File: src/matmul_pkg.sv
// ----------------------------------------------------------------------
// Shared sizes, Q8.8 format, pipeline latency and controller states
// for the block matrix multiplier
// ----------------------------------------------------------------------

package matmul_pkg;

    // Fixed-point element, Q8.8 signed
    localparam int data_w = 16;
    localparam int frac_w = 8;             // Products shift right by this

    // Systolic array and memory word
    localparam int block_size = 2;         // 2x2 PE array
    localparam int chunk_size = block_size * block_size;  // Elements per word
    localparam int word_w = data_w * chunk_size;          // 64

    // Matrix shapes, C = A * W^T
    localparam int inner_dim = 4;
    localparam int in_outer_dim = 4;       // Rows of A
    localparam int wt_outer_dim = 4;       // Rows of W

    localparam int inner_chunks = inner_dim / block_size;
    localparam int tile_rows = in_outer_dim / block_size;
    localparam int tile_cols = wt_outer_dim / block_size;
    localparam int tile_count = tile_rows * tile_cols;

    // RAM depths in words, one 2x2 block per word
    localparam int in_depth = tile_rows * inner_chunks;
    localparam int wt_depth = tile_cols * inner_chunks;
    localparam int addr_w = $clog2((in_depth > wt_depth) ? in_depth : wt_depth);

    localparam int acc_w = 32;             // Partial sums wrap here

    // block_load to block_finish
    localparam int sys_latency = 5;

    // Main controller FSM
    typedef enum logic [2:0] {
        st_idle,       // Waiting for start
        st_read,       // RAM read issued
        st_compute,    // Block in flight through the array
        st_accum,      // Partial block lands in accumulator
        st_emit,       // Tile handed out, advance tile counters
        st_done        // Run finished, done held
    } ctrl_state_t;

endpackage

File: src/tile_ram.sv
// ----------------------------------------------------------------------
// Simple dual-port block RAM, byte write enables, registered read
// ----------------------------------------------------------------------

`timescale 1ns/1ps

module tile_ram
    import matmul_pkg::*;
#(
    parameter int depth = 4
) (
    input  logic                  accumulator_done_top,
    input  logic                  wr_en,
    input  logic [word_w/8-1:0]   wr_be,
    input  logic [addr_w-1:0]     wr_addr,
    input  logic [word_w-1:0]     wr_data,
    input  logic                  rd_en,
    input  logic [addr_w-1:0]     rd_addr,
    output logic [word_w-1:0]     rd_data
);

    logic [word_w-1:0] mem [depth];

    // Host write port, one enable per byte lane
    always_ff @(posedge accumulator_done_top) begin
        if (wr_en) begin
            for (int b = 0; b < word_w / 8; b++) begin
                if (wr_be[b]) begin
                    mem[wr_addr][8*b +: 8] <= wr_data[8*b +: 8];
                end
            end
        end
    end

    // Read port, data one cycle after rd_en and held until next read
    always_ff @(posedge accumulator_done_top) begin
        if (rd_en) begin
            rd_data <= mem[rd_addr];
        end
    end

endmodule

File: src/mac_pe.sv
// ----------------------------------------------------------------------
// Output-stationary systolic PE
// Q8.8 multiply, wrapping accumulate, registered operand forwarding
// ----------------------------------------------------------------------

`timescale 1ns/1ps

module mac_pe
    import matmul_pkg::*;
(
    input  logic              accumulator_done_top,
    input  logic              rst_n,
    input  logic              clear,      // Load instead of add
    input  logic [data_w-1:0] a_in,       // From the left
    input  logic [data_w-1:0] w_in,       // From above
    output logic [data_w-1:0] a_out,      // To the right
    output logic [data_w-1:0] w_out,      // Downward
    output logic [acc_w-1:0]  sum
);

    logic signed [2*data_w-1:0] product;
    logic signed [acc_w-1:0]    scaled;

    // Full Q16.16 product, back to Q8.8 scale
    assign product = $signed(a_in) * $signed(w_in);
    assign scaled  = acc_w'(product >>> frac_w);   // Arithmetic shift keeps sign

    // Operand pipeline, zeros after reset so idle PEs add nothing
    always_ff @(posedge accumulator_done_top) begin
        if (!rst_n) begin
            a_out <= '0;
            w_out <= '0;
        end else begin
            a_out <= a_in;
            w_out <= w_in;
        end
    end

    // Running dot product
    always_ff @(posedge accumulator_done_top) begin
        if (clear) begin
            sum <= scaled;                  // First term of a new block
        end else begin
            sum <= sum + scaled;            // Wraps at acc_w
        end
    end

endmodule

File: src/systolic_block.sv
// ----------------------------------------------------------------------
// 2x2 systolic array computing one A x W^T partial block
// Operand capture, skewed feed, PE grid, finish timing
// ----------------------------------------------------------------------

`timescale 1ns/1ps

module systolic_block
    import matmul_pkg::*;
(
    input  logic                        accumulator_done_top,
    input  logic                        rst_n,
    input  logic                        block_load,    // Words valid this cycle
    input  logic [word_w-1:0]           a_block,
    input  logic [word_w-1:0]           w_block,
    output logic                        block_finish,  // block_out valid
    output logic [chunk_size*acc_w-1:0] block_out
);

    logic [word_w-1:0]      a_q;
    logic [word_w-1:0]      w_q;
    logic [sys_latency-1:0] load_sr;                  // One bit per cycle in flight

    // Edge feeds into row r and column c
    logic [data_w-1:0] a_feed [block_size];
    logic [data_w-1:0] w_feed [block_size];

    // Operand links, extra slot on the far edge of each row and column
    logic [data_w-1:0] a_link [block_size][block_size+1];
    logic [data_w-1:0] w_link [block_size+1][block_size];

    // Hold both blocks while they are skewed in
    always_ff @(posedge accumulator_done_top) begin
        if (block_load) begin
            a_q <= a_block;
            w_q <= w_block;
        end
    end

    always_ff @(posedge accumulator_done_top) begin
        if (!rst_n) begin
            load_sr <= '0;
        end else begin
            load_sr <= {load_sr[sys_latency-2:0], block_load};
        end
    end

    // Row r of A enters at step r + k, row c of W at step c + k
    // Zeros outside the window keep the sums stable
    always_comb begin
        for (int r = 0; r < block_size; r++) begin
            a_feed[r] = '0;
            w_feed[r] = '0;
            for (int k = 0; k < block_size; k++) begin
                if (load_sr[r + k]) begin
                    a_feed[r] = a_q[data_w*(block_size*r + k) +: data_w];  // A(r,k)
                    w_feed[r] = w_q[data_w*(block_size*r + k) +: data_w];  // W(r,k)
                end
            end
        end
    end

    // PE grid, A moves right and W moves down
    for (genvar r = 0; r < block_size; r++) begin : g_row
        assign a_link[r][0] = a_feed[r];
        assign w_link[0][r] = w_feed[r];
        for (genvar c = 0; c < block_size; c++) begin : g_col
            mac_pe pe_i (
                .accumulator_done_top (accumulator_done_top),
                .rst_n                (rst_n),
                .clear                (load_sr[0]),            // First step of the block
                .a_in                 (a_link[r][c]),
                .w_in                 (w_link[r][c]),
                .a_out                (a_link[r][c+1]),
                .w_out                (w_link[r+1][c]),
                .sum                  (block_out[acc_w*(block_size*r + c) +: acc_w])
            );
        end
    end

    // Last PE settles sys_latency cycles after the load
    assign block_finish = load_sr[sys_latency-1];

endmodule

File: src/block_accumulator.sv
// ----------------------------------------------------------------------
// Tile accumulator over the inner dimension
// Per-lane sums, chunk count, truncated tile and done pulse
// ----------------------------------------------------------------------

`timescale 1ns/1ps

module block_accumulator
    import matmul_pkg::*;
(
    input  logic                        accumulator_done_top,
    input  logic                        rst_n,
    input  logic                        acc_clear,     // Start of a new tile
    input  logic                        block_finish,  // Partial block arriving
    input  logic [chunk_size*acc_w-1:0] block_out,
    output logic                        tile_done,     // One-cycle pulse
    output logic [word_w-1:0]           tile_sum       // Four Q8.8 results
);

    logic [acc_w-1:0]                  acc       [chunk_size];
    logic [acc_w-1:0]                  lane_next [chunk_size];
    logic [$clog2(inner_chunks)-1:0]   chunk_cnt;
    logic                              last_chunk;

    assign last_chunk = (chunk_cnt == inner_chunks - 1);

    always_comb begin
        for (int i = 0; i < chunk_size; i++) begin
            lane_next[i] = acc[i] + block_out[acc_w*i +: acc_w];   // Wrapping add
        end
    end

    // Lane sums and the finished tile
    always_ff @(posedge accumulator_done_top) begin
        for (int i = 0; i < chunk_size; i++) begin
            if (acc_clear) begin
                acc[i] <= '0;
            end else if (block_finish) begin
                acc[i] <= lane_next[i];
            end
            if (block_finish && last_chunk) begin
                tile_sum[data_w*i +: data_w] <= lane_next[i][data_w-1:0];  // Low 16 bits
            end
        end
    end

    // Chunk count and done pulse
    always_ff @(posedge accumulator_done_top) begin
        if (!rst_n) begin
            chunk_cnt <= '0;
            tile_done <= 1'b0;
        end else begin
            tile_done <= 1'b0;
            if (acc_clear) begin
                chunk_cnt <= '0;
            end else if (block_finish) begin
                if (last_chunk) begin
                    chunk_cnt <= '0;
                    tile_done <= 1'b1;      // Pulse one cycle after last finish
                end else begin
                    chunk_cnt <= chunk_cnt + 1'b1;
                end
            end
        end
    end

endmodule

File: src/matmul_controller.sv
// ----------------------------------------------------------------------
// Main controller FSM
// Tile ordering, RAM read addressing, block load and accumulator clear,
// start gating and the done flag
// ----------------------------------------------------------------------

`timescale 1ns/1ps

module matmul_controller
    import matmul_pkg::*;
(
    input  logic              accumulator_done_top,
    input  logic              rst_n,
    input  logic              start,
    input  logic              tile_done,
    output logic              in_rd_en,
    output logic              wt_rd_en,
    output logic [addr_w-1:0] in_rd_addr,
    output logic [addr_w-1:0] wt_rd_addr,
    output logic              block_load,
    output logic              acc_clear,
    output logic              done
);

    ctrl_state_t                     state;
    logic [$clog2(inner_chunks)-1:0] chunk_cnt;    // Inner chunk k
    logic [$clog2(tile_rows)-1:0]    row_cnt;      // Tile row i, A side
    logic [$clog2(tile_cols)-1:0]    col_cnt;      // Tile column j, W side
    logic [$clog2(tile_count)-1:0]   tile_cnt;
    logic [$clog2(sys_latency)-1:0]  wait_cnt;     // Cycles into st_compute
    logic                            start_ok;

    // Busy runs ignore start
    assign start_ok = start && ((state == st_idle) || (state == st_done));

    always_ff @(posedge accumulator_done_top) begin
        if (!rst_n) begin
            state     <= st_idle;
            chunk_cnt <= '0;
            row_cnt   <= '0;
            col_cnt   <= '0;
            tile_cnt  <= '0;
            wait_cnt  <= '0;
            done      <= 1'b0;
        end else begin
            case (state)
                st_idle, st_done: begin
                    if (start_ok) begin
                        state     <= st_read;
                        chunk_cnt <= '0;
                        row_cnt   <= '0;
                        col_cnt   <= '0;
                        tile_cnt  <= '0;
                    end
                end
                st_read: begin
                    state    <= st_compute;         // Data valid next cycle
                    wait_cnt <= '0;
                end
                st_compute: begin
                    if (wait_cnt == sys_latency - 1) begin
                        state <= st_accum;          // Lines up with block_finish
                    end else begin
                        wait_cnt <= wait_cnt + 1'b1;
                    end
                end
                st_accum: begin
                    if (chunk_cnt == inner_chunks - 1) begin
                        chunk_cnt <= '0;
                        state     <= st_emit;
                    end else begin
                        chunk_cnt <= chunk_cnt + 1'b1;
                        state     <= st_read;
                    end
                end
                st_emit: begin
                    if (tile_done) begin
                        tile_cnt <= tile_cnt + 1'b1;
                        // Row-major, column fastest
                        if (col_cnt == tile_cols - 1) begin
                            col_cnt <= '0;
                            row_cnt <= row_cnt + 1'b1;
                        end else begin
                            col_cnt <= col_cnt + 1'b1;
                        end
                        state <= (tile_cnt == tile_count - 1) ? st_done : st_read;
                    end
                end
                default: state <= st_idle;
            endcase

            // Set a cycle after entering st_done, held until the next run
            if (start_ok) begin
                done <= 1'b0;
            end else if (state == st_done) begin
                done <= 1'b1;
            end
        end
    end

    // Both RAMs read together
    assign in_rd_en   = (state == st_read);
    assign wt_rd_en   = (state == st_read);
    assign in_rd_addr = addr_w'(chunk_cnt + inner_chunks * row_cnt);
    assign wt_rd_addr = addr_w'(chunk_cnt + inner_chunks * col_cnt);

    assign block_load = (state == st_compute) && (wait_cnt == '0);
    assign acc_clear  = (state == st_read) && (chunk_cnt == '0);   // Before first chunk

endmodule

File: src/matmul_top.sv
// ----------------------------------------------------------------------
// Matrix multiplier top level
// A and W RAMs, controller, systolic block, accumulator, C tile register
// ----------------------------------------------------------------------

`timescale 1ns/1ps

module matmul_top
    import matmul_pkg::*;
(
    input  logic                  accumulator_done_top,
    input  logic                  rst_n,
    input  logic                  start,
    // Host write, A matrix
    input  logic                  in_ena,
    input  logic [word_w/8-1:0]   in_wea,
    input  logic [addr_w-1:0]     in_addr,
    input  logic [word_w-1:0]     in_data,
    // Host write, W matrix
    input  logic                  wt_ena,
    input  logic [word_w/8-1:0]   wt_wea,
    input  logic [addr_w-1:0]     wt_addr,
    input  logic [word_w-1:0]     wt_data,
    // Result tiles
    output logic [word_w-1:0]     c_tile,
    output logic                  tile_valid,
    output logic                  done
);

    logic                        in_rd_en;
    logic                        wt_rd_en;
    logic [addr_w-1:0]           in_rd_addr;
    logic [addr_w-1:0]           wt_rd_addr;
    logic [word_w-1:0]           a_block;     // RAM read data
    logic [word_w-1:0]           w_block;
    logic                        block_load;
    logic                        acc_clear;
    logic                        block_finish;
    logic [chunk_size*acc_w-1:0] block_out;
    logic                        tile_done;
    logic [word_w-1:0]           tile_sum;

    tile_ram #(.depth(in_depth)) in_ram_i (
        .accumulator_done_top (accumulator_done_top),
        .wr_en   (in_ena),
        .wr_be   (in_wea),
        .wr_addr (in_addr),
        .wr_data (in_data),
        .rd_en   (in_rd_en),
        .rd_addr (in_rd_addr),
        .rd_data (a_block)
    );

    tile_ram #(.depth(wt_depth)) wt_ram_i (
        .accumulator_done_top (accumulator_done_top),
        .wr_en   (wt_ena),
        .wr_be   (wt_wea),
        .wr_addr (wt_addr),
        .wr_data (wt_data),
        .rd_en   (wt_rd_en),
        .rd_addr (wt_rd_addr),
        .rd_data (w_block)
    );

    matmul_controller ctrl_i (
        .accumulator_done_top (accumulator_done_top),
        .rst_n      (rst_n),
        .start      (start),
        .tile_done  (tile_done),
        .in_rd_en   (in_rd_en),
        .wt_rd_en   (wt_rd_en),
        .in_rd_addr (in_rd_addr),
        .wt_rd_addr (wt_rd_addr),
        .block_load (block_load),
        .acc_clear  (acc_clear),
        .done       (done)
    );

    systolic_block sys_i (
        .accumulator_done_top (accumulator_done_top),
        .rst_n        (rst_n),
        .block_load   (block_load),
        .a_block      (a_block),
        .w_block      (w_block),
        .block_finish (block_finish),
        .block_out    (block_out)
    );

    block_accumulator acc_i (
        .accumulator_done_top (accumulator_done_top),
        .rst_n        (rst_n),
        .acc_clear    (acc_clear),
        .block_finish (block_finish),
        .block_out    (block_out),
        .tile_done    (tile_done),
        .tile_sum     (tile_sum)
    );

    // Output register, host must take each tile on tile_valid
    always_ff @(posedge accumulator_done_top) begin
        if (!rst_n) begin
            tile_valid <= 1'b0;
        end else begin
            tile_valid <= tile_done;
        end
    end

    always_ff @(posedge accumulator_done_top) begin
        if (tile_done) begin
            c_tile <= tile_sum;       // Held until next tile
        end
    end

endmodule

File: config.mk
export PLATFORM = sky130hd
export DESIGN_NAME = matmul_top
export DESIGN_NICKNAME = d
export VERILOG_FILES = /design/src/matmul_pkg.sv /design/src/tile_ram.sv /design/src/mac_pe.sv /design/src/systolic_block.sv /design/src/block_accumulator.sv /design/src/matmul_controller.sv /design/src/matmul_top.sv
export SDC_FILE = /design/constraint.sdc
export NUM_CORES = 2
export LEC_CHECK = 0
export ABC_AREA = 0
export BUFFER_PORTS_ARGS = -buffer_cell sky130_fd_sc_hd__buf_2
export CORE_UTILIZATION = 40
export DETAILED_ROUTE_END_ITERATION = 8
export PLACE_DENSITY = 0.53
export SETUP_SLACK_MARGIN = 0.3
export SYNTH_ARGS = -nofsm -noshare
export SYNTH_HDL_FRONTEND = slang
export SYNTH_SLANG_ARGS = --single-unit
File: constraint.sdc
create_clock -name accumulator_done_top -period 21.3 [get_ports accumulator_done_top]
set_input_delay 0 -clock accumulator_done_top [delete_from_list [all_inputs] [get_ports accumulator_done_top]]
set_output_delay 0 -clock accumulator_done_top [all_outputs]
set_load 0.01 [all_outputs]
==> results.md <==
- Clock tree buffer depth: 3
- Destination of the worst hold path: in_ram_i.mem[3][46]
- IO Count: 219
- Clock latency on the worst-skew pair: around 780 ps
- Count of max-cap constraint violations: 0
- Part of the cycle the worst path needs: 46.0%
- Synthesized-area fraction occupied by adder cells: ~28%
- Residual overflow from global routing: 0
- Initial antenna violation count: 26
- Area growth, synth to finish: 14.0%
- Half-perimeter wire length of the detailed placement result: 125000 um
- Number of warning messages in the yosys log: 0
- Routed length per instance: around 19 um
- RD Place Congestion: between 0.8 and 0.9
- Largest stage delay on the critical path: around 840 ps
- Worst clock skew on the final layout: 55.7 ps
- Kind of path behind the tightest hold check: primary input to register
- Total count of hold-check failures in the final report: 0
- Die outline width: about 430 um
- Die ar.: 0.182 mm^2
- Syn_area_per_cell: 12.4 um^2
- Post-route ant nets: 0
- Number of global-route vias before repair: 45847
- Reg-to-reg endpoint: sys_i.g_row[1].g_col[0].pe_i.sum[15]
- Cells on worst reg2reg path: 31
- Signal arrival time at the worst endpoint: between 10000 and 15000 ps
- Static leakage: 33.5 nW
- Top FF cell, synth: sky130_fd_sc_hd__edfxtp_1
- Net count after synthesis: between 7000 and 8000
- Fraction of registers with async set or reset after synthesis: 0%
- Pin count of the biggest net entering global routing: 83
- Startpoint-to-endpoint class of the critical path: register to register
- Area of the mapped netlist: 0.0723 mm^2
- Detailed-route DRC error count: 0
- Achievable clock frequency: 102 MHz
- Share of synthesized area spent on multiplexers: roughly 4.5%
- Power density over cell area: roughly 72 mW/mm^2
- Share of post-route cells with drive strength above 1: around 10%
- Fin nets: about 7600
- Clock tree sinks: ~1100
- Post-CTS setup buffer count: 0
- Number of standard cells after synthesis: 5828
- Most common cell on crit path: sky130_fd_sc_hd__fa_1
- First-pass GRT wire length: approximately 260000 um
- Fraction of synthesized cell area in xor and xnor cells: about 3.1%
- Final wirelength: roughly 170000 um
- Number of optimization iterations in the first detailed-route pass: 6
- Number of violations reported at the end of detailed-routing iteration 0: 2476
- Worst Tran Pin Value: between 1000 and 1500 ps
- Kind of end point of the critical path: register
- Final core utilization: a little under half
- Family with the most delay on the worst path: adder cells
- Site row count: 155
- Endpoint required time on the critical path: between 20000 and 25000 ps
- Level count of the clock H-tree: 3
- RSZ-0062 raised after global routing: false
- Highest-delay cell along the critical path: sky130_fd_sc_hd__nor2b_4
- Max FO, Critical Path: 64
- Startpoint Class: register
- Compound-cell area share of the yosys netlist: around 4.3%
- Routed vias: approximately 43000
- Final setup violation count: 0
- Status: finished, final reports clean
- Count of pins over their slew limit: 0
- Number of library cell types mapped by synthesis: 78
- Cell chosen for the clock root: sky130_fd_sc_hd__clkbuf_16
- Die Ht: roughly 430 um
- Main combinational cell family by area after synthesis: adder cells
- CORE AREA: between 0.15 and 0.2 mm^2
- Hold path startpoint: in_data[46]
- CTS tree: done
- Cell depth of the worst min-delay path: 2
- Clock transition time at the flip-flop clock pins of the worst setup and hold paths: 60 ps
- Number of buffer and inverter stages on the critical path: 5
- Overall routing resource usage: about a fifth
- Relative slew slack: around 17%
- Fraction of the yosys area taken by sequential cells: 44.0%
- Reg-to-Reg Start: sys_i.load_sr[1]
- CTS buffer count: 120
- Share of synthesized cell area in and, or, nand and nor gates: between 9 and 10%
- Number of enable flip-flop cells after synthesis: 960
- Peak VDD IR: 0.0660 mV
- DR vias/cell: between 4 and 5
- Internal reg-to-reg setup slack: 11490 ps
- Minimum clock period after layout: approximately 9800 ps
- Total of buffers placed on input and output ports: 218
- Starting density of the core: 40.4%
- FF+latch count, synth: between 1000 and 1500
- Total negative slack for setup checks: 0 ps
## repair_timing
action | in CTS | in global routing
hold buffers | 259 | 0
gates resized for setup | 0 | 0
hold endpoints to repair | 1049 | 0
## report_power, final
part | leakage (nW) | switching, mW | total, mW | internal, mW
registers | 10.0 | 0.142 | 2.78 | 2.64
clock network | 1.88 | 0.880 | 2.06 | 1.18
logic | 21.7 | 0.643 | 1.08 | 0.438
total | 33.5 | 1.67 | 5.93 | 4.26
## metal layers
metal  track usage, %  routed length [um]  vias up  share of wire (%)
li1                 -                   -    20011                  -
met1             25.7               75200    21849                 45
met2             31.0               79700      936                 47
met3             2.46                7860      221                4.7
met4             6.35                5080        2                3.0
met5                0                  13        -             0.0077
## cell families (layout without fill, tap and decap cells)
group                    count (synthesis)  in the layout
multiplexers                           161            161
AO/OA/AOI/OAI                          448            448
flip-flops                            1108           1108
adder cells (fa/ha/maj)               1158           1158
AND/OR/NAND/NOR                       1493           1493
buffers and inverters                 1205           1740
other                                    0             16
XOR/XNOR                               255            255
## layout by cell type (no fill, tap or decap), types with 95 or more instances in the layout
| cell | n |
|---|---|
| sky130_fd_sc_hd__mux4_2 | 128 |
| sky130_fd_sc_hd__edfxtp_1 | 960 |
| sky130_fd_sc_hd__fa_1 | 752 |
| sky130_fd_sc_hd__a21oi_1 | 95 |
| sky130_fd_sc_hd__xnor2_1 | 173 |
| sky130_fd_sc_hd__ha_1 | 406 |
| sky130_fd_sc_hd__dlygate4sd3_1 | 259 |
| sky130_fd_sc_hd__dfxtp_1 | 142 |
| sky130_fd_sc_hd__clkbuf_16 | 120 |
| sky130_fd_sc_hd__inv_1 | 1001 |
| sky130_fd_sc_hd__nor2_1 | 279 |
| sky130_fd_sc_hd__nand2_1 | 559 |
| sky130_fd_sc_hd__and2_1 | 377 |
| sky130_fd_sc_hd__buf_2 | 218 |
## worst max-delay path by stage
stage | startpoint | endpoint | cells after the start
after floorplan | ctrl_i.state[1] | sys_i.a_q[0] | 3
after global placement | sys_i.load_sr[1] | sys_i.g_row[1].g_col[0].pe_i.sum[15] | 31
after detailed placement | sys_i.load_sr[1] | sys_i.g_row[1].g_col[0].pe_i.sum[15] | 31
after CTS | sys_i.load_sr[1] | sys_i.g_row[1].g_col[0].pe_i.sum[15] | 31
after global routing | sys_i.load_sr[1] | sys_i.g_row[1].g_col[0].pe_i.sum[15] | 30
final | sys_i.load_sr[1] | sys_i.g_row[1].g_col[0].pe_i.sum[15] | 31
## cells in the mapped netlist, drive strengths merged, types with 5 or more instances
cell type  number  area (um^2)
a211oi          9         67.6
a21o           34          255
a21oi          97          493
a22o           53          464
a22oi          32          250
a31oi          14          100
a41o            5         50.1
a41oi           6         86.3
and2          378         2370
and3           20          125
and4            6         52.6
buf            32          135
clkbuf        168          631
dfxtp         148         2960
edfxtp        960        28800
fa            752        15100
ha            406         5080
inv          1004         3770
mux2           28          315
mux2i           5         50.1
mux4          128         2880
nand2         559         2100
nand2b         45          282
nand3          37          185
nor2          279         1050
nor2b          79          502
nor3           39          195
o211ai         11         87.6
o21a           20          150
o21ai          90          450
o21bai         18          135
o311ai          5         51.3
o31ai          15          113
o41ai           8         85.1
or2            22          138
or3             8         50.1
xnor2         173         1520
xor2           80          701
## worst reg2reg max path, delay by kind of cell (launching register included)
family / cells / cell delay (ps)
compound gates: 9 / 2390
xor+xnor: 2 / 580
fa+ha+maj: 8 / 3500
buf+inv: 5 / 710
flops: 1 / 310
simple gates: 7 / 2160
## state kept, by name, summed over array words and instances (netlist names), 2 cells and up
register,count
wt_ram_i.rd_data,64
ctrl_i.tile_cnt,2
in_ram_i.rd_data,64
sys_i.g_row.g_col.pe_i.sum,64
ctrl_i.state,3
wt_ram_i.mem,256
ctrl_i.wait_cnt,3
c_tile,64
acc_i.tile_sum,64
in_ram_i.mem,256
sys_i.g_row.g_col.pe_i.a_out,32
sys_i.load_sr,5
sys_i.a_q,64
sys_i.w_q,64
sys_i.g_row.g_col.pe_i.w_out,32
acc_i.acc,64
## per-stage QoR
step                area (um^2)  cells  setup slack (ps)  hold slack, ps  power [mW]
CTS                       82400   8718             11450           0.118        6.00
floorplan                 72300   5828             10420            98.9        3.54
global route              82400   8732             10630            40.6        6.22
global placement          75900   8238             11680             213        3.86
detailed placement        75900   8238             11540             218        3.88
finish                    82500   8734             11490            59.0        5.93
## cell type report
type / count / area [um^2]
fillers: 16314 / 96500
multi-input cells: 3515 / 36000
flip-flops and latches: 1108 / 31800
repair buffers: 514 / 3960
inverters: 1005 / 3780
clock buffers: 140 / 3080
well taps: 2355 / 2950
clock inverters: 81 / 845
diodes: 16 / 40.0
Note: power is estimated with default switching activity, not from simulation.
